===== src/verilog/fpu_op_pkg.sv =====
package fpu_op_pkg;

	////////////////////////////////////////////////////////////
	// operation codes
	////////////////////////////////////////////////////////////

	typedef enum logic [1:0] {
		OP_ADD_D = 2'b00,	// double add/sub
		OP_ADD_S = 2'b01,	// single add/sub
		OP_STOD  = 2'b10,	// single to double
		OP_DTOS  = 2'b11	// double to single
	} op_t;

	typedef enum logic {
		PREC_D = 1'b0,
		PREC_S = 1'b1
	} prec_t;

	// per stage control, valid plus opcode
	typedef struct packed {
		logic valid;
		op_t  op;
	} stage_ctl_t;

	// opcodes the pipe knows how to run
	function automatic logic op_legal(op_t op);
		case (op)
			OP_ADD_D, OP_ADD_S, OP_STOD, OP_DTOS: return 1'b1;
			default: return 1'b0;
		endcase
	endfunction

	function automatic logic is_addsub(op_t op);
		return (op == OP_ADD_D) || (op == OP_ADD_S);
	endfunction

	// precision of the operands coming in
	function automatic prec_t src_prec(op_t op);
		return ((op == OP_ADD_S) || (op == OP_STOD)) ? PREC_S : PREC_D;
	endfunction

	// precision of the result going out
	function automatic prec_t dst_prec(op_t op);
		return ((op == OP_ADD_S) || (op == OP_DTOS)) ? PREC_S : PREC_D;
	endfunction

endpackage


===== src/verilog/fpu_exp_pkg.sv =====
package fpu_exp_pkg;

	////////////////////////////////////////////////////////////
	// widths
	////////////////////////////////////////////////////////////

	localparam int EXP_W  = 11;	// ieee double exponent field
	localparam int WEXP_W = 13;	// signed working width, room for under/overflow
	localparam int DIFF_W = 12;	// alignment difference
	localparam int SNG_W  = 8;	// single exponent, bits 7:0 of the field

	typedef logic [EXP_W-1:0]         exp_field_t;
	typedef logic signed [WEXP_W-1:0] wexp_t;

	////////////////////////////////////////////////////////////
	// biases and limits
	////////////////////////////////////////////////////////////

	// single exponent lives in the low bits
	localparam exp_field_t SNG_MASK = exp_field_t'((1 << SNG_W) - 1);

	localparam wexp_t EXP_ZERO    = wexp_t'(0);
	localparam wexp_t DBL_MAX_EXP = wexp_t'(2047);	// double inf/nan exponent
	localparam wexp_t SNG_MAX_EXP = wexp_t'(255);	// single inf/nan exponent

	// 1023 - 127
	localparam wexp_t CVT_BIAS = wexp_t'(896);

	////////////////////////////////////////////////////////////
	// stage payloads
	////////////////////////////////////////////////////////////

	// stage 1 -> stage 2
	typedef struct packed {
		logic              swap;	// b operand is larger
		logic [DIFF_W-1:0] diff;	// |a - b| for fraction align
		wexp_t             exp;		// larger exp, or b for converts
	} align_t;

endpackage


===== src/verilog/fpu_add_exp_ctl.sv =====
`timescale 1ns/1ps

module fpu_add_exp_ctl (
	input  logic                   rclk,
	input  logic                   i_reset,
	input  logic                   i_valid,	// one pulse per op
	input  fpu_op_pkg::op_t        i_op,
	output fpu_op_pkg::stage_ctl_t o_s1_ctl,	// to compare stage
	output fpu_op_pkg::stage_ctl_t o_s2_ctl,	// to rebias stage
	output fpu_op_pkg::stage_ctl_t o_s3_ctl,	// to normalize stage
	output logic                   o_align_valid,
	output logic                   o_valid
);

	import fpu_op_pkg::*;

	stage_ctl_t s0_ctl;	// decoded at the pipe input
	stage_ctl_t s1_ctl;
	stage_ctl_t s2_ctl;
	stage_ctl_t s3_ctl;
	logic       out_valid;

	////////////////////////////////////////////////////////////
	// input decode
	////////////////////////////////////////////////////////////

	// idle or unknown opcode goes down the pipe as a bubble
	always_comb begin
		s0_ctl = '0;
		if (i_valid && op_legal(i_op)) begin
			s0_ctl.valid = 1'b1;
			s0_ctl.op    = i_op;
		end
	end

	////////////////////////////////////////////////////////////
	// control pipe
	////////////////////////////////////////////////////////////

	// no stall, every stage advances each cycle
	always_ff @(posedge rclk) begin
		if (i_reset) begin
			s1_ctl    <= '0;
			s2_ctl    <= '0;
			s3_ctl    <= '0;
			out_valid <= 1'b0;
		end else begin
			s1_ctl    <= s0_ctl;	// lines up with operand capture
			s2_ctl    <= s1_ctl;	// lines up with align payload
			s3_ctl    <= s2_ctl;	// lines up with rebiased exp
			out_valid <= s3_ctl.valid;	// lines up with o_exp
		end
	end

	assign o_s1_ctl = s1_ctl;
	assign o_s2_ctl = s2_ctl;
	assign o_s3_ctl = s3_ctl;

	// swap/diff go out one cycle after issue
	assign o_align_valid = s2_ctl.valid;

	// result exponent three cycles after issue
	assign o_valid = out_valid;

endmodule


===== src/verilog/fpu_exp_cmp.sv =====
`timescale 1ns/1ps

module fpu_exp_cmp (
	input  logic                   rclk,
	input  fpu_exp_pkg::exp_field_t i_exp_a,
	input  fpu_exp_pkg::exp_field_t i_exp_b,
	input  fpu_op_pkg::stage_ctl_t i_s1_ctl,
	output fpu_exp_pkg::align_t    o_align
);

	import fpu_op_pkg::*;
	import fpu_exp_pkg::*;

	exp_field_t a_q;	// raw operand exponents
	exp_field_t b_q;
	exp_field_t a_m;	// masked to format
	exp_field_t b_m;
	wexp_t      a_w;
	wexp_t      b_w;
	wexp_t      sub_ab;	// a - b
	wexp_t      sub_ba;	// b - a
	logic       b_gt_a;
	align_t     align_d;

	////////////////////////////////////////////////////////////
	// operand capture
	////////////////////////////////////////////////////////////

	// op for this cycle arrives on i_s1_ctl next to the data
	always_ff @(posedge rclk) begin
		a_q <= i_exp_a;
		b_q <= i_exp_b;
	end

	// single keeps bits 7:0 only
	assign a_m = (src_prec(i_s1_ctl.op) == PREC_S) ? (a_q & SNG_MASK) : a_q;
	assign b_m = (src_prec(i_s1_ctl.op) == PREC_S) ? (b_q & SNG_MASK) : b_q;

	assign a_w = wexp_t'({2'b00, a_m});	// zero extend, always positive
	assign b_w = wexp_t'({2'b00, b_m});

	////////////////////////////////////////////////////////////
	// compare
	////////////////////////////////////////////////////////////

	assign sub_ab = a_w + ~b_w + wexp_t'(1);	// a + ~b + cin
	assign sub_ba = b_w - a_w;
	assign b_gt_a = sub_ab[WEXP_W-1];	// sign of a - b

	always_comb begin
		align_d = '0;
		if (is_addsub(i_s1_ctl.op)) begin
			align_d.swap = b_gt_a;
			align_d.diff = b_gt_a ? sub_ba[DIFF_W-1:0] : sub_ab[DIFF_W-1:0];
			align_d.exp  = b_gt_a ? b_w : a_w;	// larger one carries on
		end else begin
			align_d.exp = b_w;	// converts use operand 2 only
		end
	end

	// hold last item through bubbles
	always_ff @(posedge rclk) begin
		if (i_s1_ctl.valid) begin
			o_align <= align_d;
		end
	end

endmodule


===== src/verilog/fpu_exp_adj.sv =====
`timescale 1ns/1ps

module fpu_exp_adj (
	input  logic                   rclk,
	input  fpu_exp_pkg::align_t    i_align,
	input  fpu_op_pkg::stage_ctl_t i_s2_ctl,
	output fpu_exp_pkg::wexp_t     o_exp
);

	import fpu_op_pkg::*;
	import fpu_exp_pkg::*;

	wexp_t e_up;	// single -> double
	wexp_t e_dn;	// double -> single, before clamp
	wexp_t e_dn_clamp;
	wexp_t e_next;

	////////////////////////////////////////////////////////////
	// conversion rebias
	////////////////////////////////////////////////////////////

	assign e_up = i_align.exp + CVT_BIAS;
	assign e_dn = i_align.exp - CVT_BIAS;

	// too small for single flushes, too large goes to inf
	always_comb begin
		if (e_dn <= EXP_ZERO) begin
			e_dn_clamp = EXP_ZERO;
		end else if (e_dn >= SNG_MAX_EXP) begin
			e_dn_clamp = SNG_MAX_EXP;
		end else begin
			e_dn_clamp = e_dn;
		end
	end

	always_comb begin
		case (i_s2_ctl.op)
			OP_STOD: e_next = e_up;
			OP_DTOS: e_next = e_dn_clamp;
			default: e_next = i_align.exp;	// add/sub passes through
		endcase
	end

	always_ff @(posedge rclk) begin
		if (i_s2_ctl.valid) begin
			o_exp <= e_next;
		end
	end

endmodule


===== src/verilog/fpu_exp_norm.sv =====
`timescale 1ns/1ps

module fpu_exp_norm #(
	parameter int SHL_W = 6	// post-norm shift count width
) (
	input  logic                   rclk,
	input  logic                   i_reset,
	input  fpu_exp_pkg::wexp_t     i_exp,
	input  fpu_op_pkg::stage_ctl_t i_s3_ctl,
	input  logic                   i_norm_inc,	// fraction carried out
	input  logic [SHL_W-1:0]       i_shl_cnt,	// leading zeros shifted out
	input  logic                   i_round_cout,	// rounding carried out
	output fpu_exp_pkg::exp_field_t o_exp
);

	import fpu_op_pkg::*;
	import fpu_exp_pkg::*;

	localparam int PAD_W = WEXP_W - SHL_W;

	wexp_t shl_ext;
	wexp_t e_pn;	// post-norm, add/sub only
	wexp_t e_pn_fl;	// flushed
	wexp_t e_sel;
	wexp_t e_rnd;
	wexp_t fmt_max;
	wexp_t e_sat;

	////////////////////////////////////////////////////////////
	// post-normalization
	////////////////////////////////////////////////////////////

	assign shl_ext = wexp_t'({{PAD_W{1'b0}}, i_shl_cnt});

	// carry out wins over a left shift
	assign e_pn = i_norm_inc ? (i_exp + wexp_t'(1)) : (i_exp - shl_ext);

	assign e_pn_fl = (e_pn <= EXP_ZERO) ? EXP_ZERO : e_pn;	// denorm result

	// converts were already fixed up in stage 2
	assign e_sel = is_addsub(i_s3_ctl.op) ? e_pn_fl : i_exp;

	////////////////////////////////////////////////////////////
	// rounding and overflow
	////////////////////////////////////////////////////////////

	assign e_rnd = i_round_cout ? (e_sel + wexp_t'(1)) : e_sel;

	assign fmt_max = (dst_prec(i_s3_ctl.op) == PREC_S) ? SNG_MAX_EXP : DBL_MAX_EXP;

	// overflow always lands on infinity
	assign e_sat = (e_rnd >= fmt_max) ? fmt_max : e_rnd;

	always_ff @(posedge rclk) begin
		if (i_reset) begin
			o_exp <= '0;
		end else if (i_s3_ctl.valid) begin
			o_exp <= e_sat[EXP_W-1:0];	// always positive here
		end
	end

endmodule


===== src/verilog/fpu_add_exp.sv =====
`timescale 1ns/1ps

module fpu_add_exp #(
	parameter int SHL_W = 6
) (
	input  logic                                rclk,
	input  logic                                i_reset,
	input  logic                                i_valid,
	input  fpu_op_pkg::op_t                     i_op,
	input  fpu_exp_pkg::exp_field_t             i_exp_a,
	input  fpu_exp_pkg::exp_field_t             i_exp_b,
	input  logic                                i_norm_inc,	// from fraction path
	input  logic [SHL_W-1:0]                    i_shl_cnt,
	input  logic                                i_round_cout,
	output logic                                o_align_valid,
	output logic                                o_swap,
	output logic [fpu_exp_pkg::DIFF_W-1:0]      o_exp_diff,	// to fraction aligner
	output logic                                o_valid,
	output fpu_exp_pkg::exp_field_t             o_exp
);

	import fpu_op_pkg::*;
	import fpu_exp_pkg::*;

	stage_ctl_t s1_ctl;
	stage_ctl_t s2_ctl;
	stage_ctl_t s3_ctl;
	align_t     align;	// stage 1 -> 2
	wexp_t      adj_exp;	// stage 2 -> 3

	fpu_add_exp_ctl u_ctl (
		.rclk          (rclk),
		.i_reset       (i_reset),
		.i_valid       (i_valid),
		.i_op          (i_op),
		.o_s1_ctl      (s1_ctl),
		.o_s2_ctl      (s2_ctl),
		.o_s3_ctl      (s3_ctl),
		.o_align_valid (o_align_valid),
		.o_valid       (o_valid)
	);

	fpu_exp_cmp u_cmp (
		.rclk     (rclk),
		.i_exp_a  (i_exp_a),
		.i_exp_b  (i_exp_b),
		.i_s1_ctl (s1_ctl),
		.o_align  (align)
	);

	fpu_exp_adj u_adj (
		.rclk     (rclk),
		.i_align  (align),
		.i_s2_ctl (s2_ctl),
		.o_exp    (adj_exp)
	);

	fpu_exp_norm #(
		.SHL_W (SHL_W)
	) u_norm (
		.rclk         (rclk),
		.i_reset      (i_reset),
		.i_exp        (adj_exp),
		.i_s3_ctl     (s3_ctl),
		.i_norm_inc   (i_norm_inc),
		.i_shl_cnt    (i_shl_cnt),
		.i_round_cout (i_round_cout),
		.o_exp        (o_exp)
	);

	// alignment info straight off the stage 2 register
	assign o_swap     = align.swap;
	assign o_exp_diff = align.diff;

endmodule


===== config.mk =====
export PLATFORM = sky130hd
export DESIGN_NAME = fpu_add_exp
export DESIGN_NICKNAME = d
export VERILOG_FILES = /design/src/verilog/fpu_op_pkg.sv /design/src/verilog/fpu_exp_pkg.sv /design/src/verilog/fpu_add_exp_ctl.sv /design/src/verilog/fpu_exp_cmp.sv /design/src/verilog/fpu_exp_adj.sv /design/src/verilog/fpu_exp_norm.sv /design/src/verilog/fpu_add_exp.sv
export SDC_FILE = /design/constraint.sdc
export NUM_CORES = 1
export LEC_CHECK = 0
export BUFFER_PORTS_ARGS = -buffer_cell sky130_fd_sc_hd__buf_2
export CORE_ASPECT_RATIO = 0.5
export CORE_MARGIN = 2
export CORE_UTILIZATION = 57
export DETAILED_ROUTE_END_ITERATION = 10
export GPL_TIMING_DRIVEN = 0
export PLACE_DENSITY = 0.78
export SYNTH_ARGS = -nofsm -noshare
export SYNTH_HDL_FRONTEND = slang
export SYNTH_SLANG_ARGS = --single-unit

===== constraint.sdc =====
create_clock -name rclk -period 8.04 [get_ports rclk]
set_input_delay 0.402 -clock rclk [delete_from_list [all_inputs] [get_ports rclk]]
set_output_delay 0.402 -clock rclk [all_outputs]
set_load 0.02 [all_outputs]

==> results.md, run 1 <==
* Status: complete, no violations
* Max Fclk at 0.168 GHz
* Syn Area/Cell at 9.09 um2
* Final Util at 65.6%
* Fill count at 780
* Reg-to-reg endpoint: u_norm.o_exp[9]
* Ys Warns at 0
* Core ar. at 9320 um2
* Worst path bufs/invs at 2
* # DRC at 0
* Post-Syn Nets at 677
* Least-Margin Pin Slew at 1030 ps
* NumNets Final at 745
* Root buffer cell: clkbuf_16
* Final hold vios at 0
* Share of layout cells above drive strength 1 at 16.2%
* # IOs at 61
* Worst R2R Start: u_adj.o_exp[0]
* Async set-reset flop share out of synthesis at 0%
* Post-DP HPWL at 8860 um
* CTS tree: yes
* Post-CTS resize count at 0
* Antenna diodes at 0
* Worst Hold Path EP: u_cmp.b_q[5]
* Crit-path cells: buf_2, or3_1, nor3_1, a21oi_1, ha_1, a21oi_1, a21oi_1, nor4_4, a21o_4, mux2i_1, a22oi_1, inv_1, ha_1, nand2_1, or4_4, and2b_1, xnor2_1, ha_1, and3_1, nand4_1, nor4_1, o311a_1, o211ai_1, a211oi_1
* First-pass GRT wire length at 19100 um
* Vias at 4494
* Clock tree buffer depth at 2
* Critical path type: in2reg
* Sink Count at 80
* Worst skew pair latency at 340 ps
* 1st-iter DRT viols at 338
* Max incr delay on CP at 620 ps
* CTS buffer count at 9
* Gr ovfl total at 0
* Max FO, Critical Path at 6
* Number of global-route vias before repair at 4183
* Die span in x at 142 um
* First-pass iteration count of the detailed router at 5
* Hold depth at 1
* Depth of the most critical reg-to-reg path at 22
* Met3 Routed Length at 658 um
* ANT nets after route at 0
* Total global-route track usage at 23.4%
* H-Tree Depth at 3
* Power share of the clock group at 31.6%
* Cell variety after synth at 74
* Initial Utilization at 58.1%
* Detailed Route WL at 11500 um
* Clock-pin slew on the worst setup and hold paths at 60 ps
* Cts-stage hold buffer count at 0
* Power Internal at 795 uW
* CP required at 8290 ps
* Met2 wire length at 5520 um
* Net Sw Frac at 30.7%
* Post-synth top flop: dfxtp_1
* Pwr Density at 188 nW/um2
* Crit. End Element: register
* Worst vdd ir at 110 uV
* Slew headroom at 31.4%
* Synthesized area at 5410 um2
* Final setup skew at 8.30 ps
* Num rows at 25
* Max layer used: met4
* Postcts setup bufs at 0
* Crit start category: primary input
* Final setup viols at 0
* Unrepaired setup endpoints after global routing: false
* CP max stage cell: or4_4
* Hold Crit Class: in2reg
* Port Buffer Count at 57
* Period utilization at 74.2%
* TNS Setup at 0 ps
* Crit path DAT at 6220 ps
* Routability cong. at 0.893
* Top cell family by delay on the critical path: simple AND/OR/NAND/NOR gates
* Min Clock Period, post-route at 5970 ps
* Max Slew Vio Count at 0
* Register area share after synthesis at 36.4%
* Part of the power in registers at 41.9%
* Reg2Reg Setup Slack at 2470 ps
* WL met1 at 5030 um
* Combinational share of power at 26.5%
* Post-synthesis instance total at 595
* Die height at 72.9 um
* Number of max-cap violations at 0
* Synthesis-to-finish area growth at 12.9%
* Leak at 0.00264 uW
* Register bit count reported by yosys at 80
* Die area at 10300 um2
* Via density at 5.70
* Largest net degree at the start of global routing at 26
* Antenna violations before repair at 0
* Post-synth EDFFs at 37
* Drt wl/cell at 14.6 um
* P_sw at 353 uW
* Hold_sp: i_exp_b[5]
-- how the worst max path moves through the flow --
stage | start | to | cells after the start
6_report | i_shl_cnt[2] | u_norm.o_exp[9] | 24
5_1_grt | i_shl_cnt[2] | u_norm.o_exp[9] | 24
4_1_cts | i_shl_cnt[2] | u_norm.o_exp[9] | 24
3_5_place_dp | i_shl_cnt[2] | u_norm.o_exp[8] | 24
3_3_place_gp | i_shl_cnt[2] | u_norm.o_exp[9] | 24
2_1_floorplan | i_shl_cnt[2] | u_norm.o_exp[1] | 23
-- cells by family after synthesis --
group	Yosys count	synth area share [%]
buffers and inverters	77	6.38
multiplexers	14	2.64
XOR/XNOR	31	5.64
flip-flops	80	36.4
AO/OA/AOI/OAI	150	19.1
other	1	0.0693
AND/OR/NAND/NOR	195	18.5
adder cells (fa/ha/maj)	47	11.3
-- cells in the final DEF, fill, tap and decap left out, types with 16 or more instances in the layout --
cell type	n
a21oi_1	30
buf_2	60
clkbuf_1	16
dfxtp_1	43
edfxtp_1	37
ha_1	44
inv_1	44
nand2_1	50
nand2b_1	16
nor2_1	51
o21ai_0	31
-- cell type report --
type                       count  area, um2  area share, %
inverter                      44        165           2.70
tap                          121        151           2.48
timing repair buffer          57        285           4.67
clock inverter                 6       33.8          0.553
clock buffer                  10        229           3.75
sequential                    80       1970           32.3
buffer                        33        180           2.95
multi-input combinational    438       3090           50.6
-- worst reg2reg max path, stage by stage (launching register included) --
cell,delay [ps]
edfxtp_1,410
ha_1,200
inv_1,60
fa_1,380
nand2b_1,180
a21oi_1,240
o21ai_1,200
a21o_4,270
mux2i_1,360
a22oi_1,240
inv_1,100
ha_1,190
nand2_1,150
or4_4,620
and2b_1,230
xnor2_1,100
ha_1,270
and3_1,160
nand4_1,120
nor4_1,280
o311a_1,290
o211ai_1,190
a211oi_1,240
-- sequential cells by signal, indices dropped and copies added, names as in the netlist, 2 cells and up --
name / count
u_norm.o_exp: 11
u_ctl.o_s2_ctl: 2
u_ctl.o_s3_ctl: 3
u_ctl.o_s1_ctl: 3
u_cmp.b_q: 11
u_adj.o_exp: 13
u_cmp.o_align: 24
u_cmp.a_q: 11
-- synth_stat cells, types with 12 or more instances --
cell	instances	area share (%)
inv_1	44	3.1
nand2_1	50	3.5
o21ai_0	31	2.9
nor2_1	51	3.5
dfxtp_1	43	16
buf_4	12	1.7
nor2b_1	15	1.7
ha_1	44	10
edfxtp_1	37	21
clkbuf_1	15	1.0
xor2_1	13	2.1
o21a_1	13	1.8
nand3_1	15	1.4
a21oi_1	30	2.8
nand2b_1	16	1.8
xnor2_1	15	2.4
mux2i_1	12	2.2
-- routing by layer --
layer | up-vias | global-route usage (%)
met5 | - | 0
li1 | 2250 | -
met3 | 27 | 5.58
met2 | 141 | 41.4
met4 | 0 | 7.67
met1 | 2076 | 28.7
-- power by group through the flow --
stage | clock network, uW | registers [uW] | logic (uW)
final | 363 | 481 | 305
after CTS | 367 | 481 | 302
after detailed placement | 0 | 489 | 299
after global routing | 385 | 484 | 337
after floorplan | 0 | 487 | 225
after global placement | 0 | 488 | 291
-- stage by stage --
stage / total power, uW / std cells / instance area (um2) / worst slack (ps) / hold slack, ps
finish: 1150 / 789 / 6110 / 2070 / 161
global route: 1210 / 789 / 6110 / 1620 / 149
CTS: 1150 / 789 / 6110 / 2140 / 155
detailed placement: 788 / 773 / 5850 / 1850 / 466
global placement: 779 / 773 / 5850 / 1950 / 454
floorplan: 712 / 595 / 5410 / 2650 / 430
No activity file was read; power rests on OpenSTA's default activity.
==> run 2, diff against run 1 <==
==> constraint.sdc (replaced) <==
create_clock -name rclk -period 5.99 [get_ports rclk]
set_input_delay 0.2995 -clock rclk [delete_from_list [all_inputs] [get_ports rclk]]
set_output_delay 0.2995 -clock rclk [all_outputs]
set_load 0.02 [all_outputs]
==> run 2 against run 1 <==
  * Total power increased by 35%
  * Sequential power increased by 34%
  * Global-route usage unchanged
  * Critical path type unchanged
==> results.md, run 2 (synthesized netlist as in run 1, its figures left out) <==
* CTS buffer count at 9 (unchanged)
* Max Fclk at 0.179 GHz
* Worst Hold Path EP: u_cmp.b_q[5]
* Fill count at 775 (-0.64%)
* Root buffer cell: clkbuf_16
* Routability cong. at 0.893 (unchanged)
* Total power draw at 1550 uW (+35%)
* Worst hold slack at 57.4 ps (-104 ps)
* H-Tree Depth at 3 (unchanged)
* Die height at 72.9 um (unchanged)
* Crit path DAT at 5830 ps (-390 ps)
* Port Buffer Count at 57 (unchanged)
* Worst skew pair latency at 340 ps (about the same)
* Top Registers: u_cmp.o_align: 24 flops, u_adj.o_exp: 13 flops
* Crit start category: primary input
* Num rows at 25 (unchanged)
* Final setup skew at 8.54 ps (+0.235 ps)
* Pwr Density at 251 nW/um2 (+34%)
* Die span in x at 142 um (unchanged)
* Antenna diodes at 0 (unchanged)
* Via density at 5.74 (+0.71%)
* Detailed Route WL at 11700 um (+1.7%)
* Die area at 10300 um2 (unchanged)
* Post-DP HPWL at 8860 um (unchanged)
* Postcts setup bufs at 0 (unchanged)
* Largest register by flop count: u_cmp.o_align
* Total global-route track usage at 23.4% (unchanged)
* Worst vdd ir at 148 uV (+35%)
* First-pass GRT wire length at 19100 um (unchanged)
* Reg2Reg Setup Slack at 580 ps (-1890 ps)
* Final Util at 66.1% (+0.54 points)
* Worst R2R Start: u_adj.o_exp[0]
* Most common cell after layout, fill and taps aside: buf_2
* Vias at 4526 (+0.71%)
* Sink Count at 80 (unchanged)
* Synthesis-to-finish area growth at 13.8%
* TNS Setup at 0 ps (unchanged)
* Largest register FFs at 24 (unchanged)
* 1st-iter DRT viols at 305 (-9.8%)
* Critical path type: in2reg
* Status: complete, no violations
* Max Slew Vio Count at 0 (unchanged)
* NumNets Final at 745 (unchanged)
* Reg-to-reg endpoint: u_norm.o_exp[9]
* Final setup viols at 0 (unchanged)
* Leak at 0.00264 uW (+0.30%)
* Hold Crit Class: in2reg
* Clock tree buffer depth at 2 (unchanged)
* Share of layout cells above drive strength 1 at 17.1% (+0.90 points)
* # DRC at 0 (unchanged)
* First-pass iteration count of the detailed router at 8 (+3)
* Slew headroom at 30.1% (-1.3 points)
* Min Clock Period, post-route at 5580 ps
* ANT nets after route at 0 (unchanged)
* Most frequent cells in the layout: buf_2, nor2_1, nand2_1
* Core ar. at 9320 um2 (unchanged)
* Least-Margin Pin Slew at 1050 ps (+19.0 ps)
* Max FO, Critical Path at 6 (unchanged)
* Hold depth at 1 (unchanged)
* # IOs at 61 (unchanged)
* Hold_sp: i_exp_b[5]
* Clock-pin slew on the worst setup and hold paths at 60 ps (about the same)
* Antenna violations before repair at 0 (unchanged)
* CTS tree: yes
* Final hold vios at 0 (unchanged)
* Crit. End Element: register
* Gr ovfl total at 0 (unchanged)
* Period utilization at 93.2%
* Unrepaired setup endpoints after global routing: false
* Number of global-route vias before repair at 4183 (unchanged)
* Depth of the most critical reg-to-reg path at 21 (-4.5%)
* CP required at 6240 ps (-2050 ps)
* Number of max-cap violations at 0 (unchanged)
* Initial Utilization at 58.1% (unchanged)
* Largest net degree at the start of global routing at 26 (unchanged)
* Drt wl/cell at 14.8 um (+1.7%)
-- run 2: critical path, stage by stage --
cell and delay (ps):
buf_2 130, or3_1 440, nor3_4 180, a21oi_1 150, ha_1 360, a21oi_2 180
a21oi_1 130, nor4_4 370, a21o_4 230, mux2i_4 310, a22oi_2 140, inv_1 90
ha_1 190, nand2_1 160, or4_4 630, and2b_1 230, xnor2_1 100, ha_1 270
and3_1 170, nand4_1 140, nor4_2 260, o311a_1 280, o211ai_1 180, a211oi_1 240
-- run 2: per-layer routing --
layer  GRT usage [%]  vias to the layer above  routed length (um)
met3            5.58                       27                 658
met2            41.4                      162                5670
li1                -                     2251                   -
met1            28.7                     2086                5110
met4            7.67                        0                 254
met5               0                        -                   0
-- run 2: how the worst max path moves through the flow --
stage	start	depth (start not counted)	endpoint	slack [ps]
after floorplan	i_shl_cnt[2]	23	u_norm.o_exp[1]	710
after global placement	i_shl_cnt[2]	24	u_norm.o_exp[9]	-2
after detailed placement	i_shl_cnt[2]	24	u_norm.o_exp[8]	-100
after CTS	i_shl_cnt[2]	24	u_norm.o_exp[9]	190
after global routing	i_shl_cnt[2]	24	u_norm.o_exp[9]	7
final	i_shl_cnt[2]	24	u_norm.o_exp[9]	410
-- run 2: area by class of cell --
class / count / area, um2 / area share, %
inverter: 44 / 165 / 2.68
sequential: 80 / 1970 / 32.0
buffer: 33 / 180 / 2.92
multi-input combinational: 438 / 3140 / 51.0
tap: 121 / 151 / 2.46
clock buffer: 10 / 229 / 3.72
timing repair buffer: 57 / 285 / 4.63
clock inverter: 6 / 33.8 / 0.548
-- run 2: through the flow --
stage          instances  instance area [um2]  worst slack, ps
2_1_floorplan        595                 5410              706
3_3_place_gp         773                 5850            -1.70
3_5_place_dp         773                 5850             -101
4_1_cts              789                 6110              194
5_1_grt              789                 6160             7.24
6_report             789                 6160              410
-- run 2: repair_timing --
item / 4_1_cts / 5_1_grt
setup endpoints to repair: 0 / 9
hold buffers: 0 / 0
gates resized for setup: 0 / 9
-- run 2: where the power goes --
group,leakage (uW),internal [uW],switching (uW),total [uW]
Sequential,0.000697,619,25.8,645
Clock,0.000136,278,211,489
Combinational,0.00181,172,243,415
==> run 3, diff against run 2 <==
--- a/config.mk
+++ b/config.mk
@@ -5,13 +5,14 @@
 export SDC_FILE = /design/constraint.sdc
 export NUM_CORES = 1
 export LEC_CHECK = 0
-export BUFFER_PORTS_ARGS = -buffer_cell sky130_fd_sc_hd__buf_2
 export CORE_ASPECT_RATIO = 0.5
 export CORE_MARGIN = 2
 export CORE_UTILIZATION = 57
 export DETAILED_ROUTE_END_ITERATION = 10
+export DONT_BUFFER_PORTS = 1
 export GPL_TIMING_DRIVEN = 0
-export PLACE_DENSITY = 0.78
+export PLACE_DENSITY = 0.72
+export SKIP_CTS_REPAIR_TIMING = 1
 export SYNTH_ARGS = -nofsm -noshare
 export SYNTH_HDL_FRONTEND = slang
 export SYNTH_SLANG_ARGS = --single-unit
==> run 3 against run 2 <==
  * Sequential power grew 0.8%
  * Global-route usage is 0.63 points lower
  * Worst setup slack gained 36 ps
  * Die area unchanged
  * First-iteration DRC count decreased by 17%
  * Wire length decreased by 2.6%
  * Sequential cell count unchanged
  * Cell area decreased by 0.91%
  * Clock-buffer cell count down 1
  * Maximum frequency is 0.66% higher
  * Critical path type is now reg2reg
  * Critical endpoint is now u_norm.o_exp[10]
  * Largest cell class unchanged
==> results.md, run 3 (synthesized netlist as in run 1, its figures left out) <==
* Final Util at 65.5% (-0.60 points)
* Crit start category: register
* Worst hold slack at 87.8 ps (+30.4 ps)
* Worst path bufs/invs at 1 (-1)
* Max FO, Critical Path at 8 (+2)
* Combinational share of power at 24.7% (-2.1 points)
* Synthesis-to-finish area growth at 12.8%
* Most frequent cells in the layout: nor2_1, nand2_1, inv_1, ha_1, dfxtp_1
* P_sw at 484 uW (+0.77%)
* Total power draw at 1600 uW (+3.0%)
* Clock-pin slew on the worst setup and hold paths at 60 ps (about the same)
* Largest register FFs at 24 (unchanged)
* Net Sw Frac at 30.3% (-0.66 points)
* Share of layout cells above drive strength 1 at 8.53% (-8.5 points)
* Pwr Density at 261 nW/um2 (+3.9%)
* Initial Utilization at 58.1% (unchanged)
* CP max stage cell: or4_4
* Drt wl/cell at 15.1 um (+1.9%)
* # IOs at 61 (unchanged)
* Vias at 4280 (-5.4%)
* Total global-route track usage at 22.8% (-0.63 points)
* Post-DP HPWL at 8520 um (-3.8%)
* Part of the power in registers at 40.7% (-0.9 points)
* Die height at 72.9 um (unchanged)
* Sink Count at 80 (unchanged)
* Worst vdd ir at 195 uV (+31%)
* Largest net degree at the start of global routing at 26 (unchanged)
* Crit. End Element: register
* Antenna violations before repair at 0 (unchanged)
* Num rows at 25 (unchanged)
* CTS tree: yes
* H-Tree Depth at 3 (unchanged)
* First-pass GRT wire length at 18600 um (-2.6%)
* Hold Crit Class: in2reg
* Die span in x at 142 um (unchanged)
* Routability cong. at 0.885 (-0.88%)
* # DRC at 0 (unchanged)
* Port Buffer Count at 0 (-100%)
* Leak at 0.00249 uW (-5.7%)
* Most common cell after layout, fill and taps aside: nor2_1
* Number of global-route vias before repair at 3981 (-4.8%)
* Reg2Reg Setup Slack at 450 ps (-130 ps)
* Top cell family by delay on the critical path: simple AND/OR/NAND/NOR gates
* Crit-path cells: ha_1, inv_1, fa_1, nand2b_1, a21oi_1, o21ai_1, a21o_4, xnor2_2, o31ai_1, ha_1, nand2_1, or4_4, and2b_1, xnor2_1, ha_1, and3_1, nand4_1, nor4_1, o311a_1, o211ai_1, a211oi_1
* Max Slew Vio Count at 0 (unchanged)
* Detailed Route WL at 11400 um (-2.6%)
* Period utilization at 92.5% (-0.61 points)
* Non-Filler Instances at 754 (-4.4%)
* Number of max-cap violations at 0 (unchanged)
* Worst skew pair latency at 340 ps (about the same)
* CP most frequent cell: ha_1
* Via density at 5.68 (-1.0%)
* Root buffer cell: clkbuf_16
* Status: complete, no violations
* Final hold vios at 0 (unchanged)
* ANT nets after route at 0 (unchanged)
* Final setup viols at 0 (unchanged)
* Final setup skew at 8.22 ps (-0.314 ps)
* NumNets Final at 710 (-4.7%)
* Max Fclk at 0.180 GHz (+0.66%)
* Clock tree buffer depth at 2 (unchanged)
* Max incr delay on CP at 620 ps (about the same)
* Critical path type: reg2reg
* CP required at 6210 ps (-30 ps)
* Power Internal at 1110 uW (+3.9%)
* Slew headroom at 27.8% (-2.3 points)
* Power share of the clock group at 34.6% (+3.0 points)
* CTS buffer count at 9 (unchanged)
* Core ar. at 9320 um2 (unchanged)
* Antenna diodes at 0 (unchanged)
* Top Registers: u_cmp.o_align: 24 flops, u_adj.o_exp: 13 flops
* First-pass iteration count of the detailed router at 5 (-3)
* Largest register by flop count: u_cmp.o_align
* Gr ovfl total at 0 (unchanged)
* Min Clock Period, post-route at 5540 ps (-36.3 ps)
* Die area at 10300 um2 (unchanged)
* Placed insts at 716 (-7.4%)
* Unrepaired setup endpoints after global routing: false
* Least-Margin Pin Slew at 1080 ps (+34.8 ps)
* TNS Setup at 0 ps (unchanged)
* Crit path DAT at 5770 ps (-60 ps)
* 1st-iter DRT viols at 252 (-17%)
[run 3: cell count changes in the layout (fill, tap and decap cells not counted), moves of 2 or more]
cell / before / now
dlygate4sd3_1: 0 / 22
buf_2: 60 / 3
clkinvlp_4: 0 / 2
clkinv_2: 5 / 1
[run 3: worst paths after layout]
kind	to	depth (start not counted)	startpoint
max reg2reg	u_norm.o_exp[10]	21	u_adj.o_exp[0]
min	u_ctl.o_s1_ctl[0]	1	i_op[0]
max	u_norm.o_exp[10]	21	u_adj.o_exp[0]
min reg2reg	u_ctl.o_s2_ctl[1]	2	u_ctl.o_s1_ctl[1]
[run 3: area by class of cell]
| class | instances | area, um2 |
|---|---|---|
| repair buffers | 22 | 220 |
| inverters | 44 | 165 |
| plain buffers | 33 | 180 |
| clock inverters | 7 | 78.8 |
| flip-flops and latches | 80 | 1970 |
| clock buffers | 9 | 225 |
| fillers | 788 | 3220 |
| multi-input cells | 438 | 3110 |
| well taps | 121 | 151 |
[run 3: power by group through the flow]
stage | Sequential [uW] | Combinational (uW) | Clock, uW
final | 650 | 394 | 551
after detailed placement | 662 | 374 | 0
after global placement | 661 | 369 | 0
after CTS | 650 | 377 | 558
after floorplan | 653 | 302 | 0
after global routing | 654 | 439 | 584
[run 3: per-layer routing]
metal / GRT usage [%] / vias up / share of wire [%]
li1: - / 2188 / -
met1: 29.7 / 1955 / 46
met2: 38.6 / 114 / 47
met3: 5.18 / 23 / 5.3
met4: 6.78 / 0 / 1.8
met5: 0 / - / 0
[run 3: stage by stage]
stage / setup WS, ps / instance area, um2
after detailed placement: -144 / 5560
after global routing: 23.4 / 6100
after floorplan: 706 / 5410
final: 447 / 6100
after global placement: 84.5 / 5560
after CTS: 137 / 5870
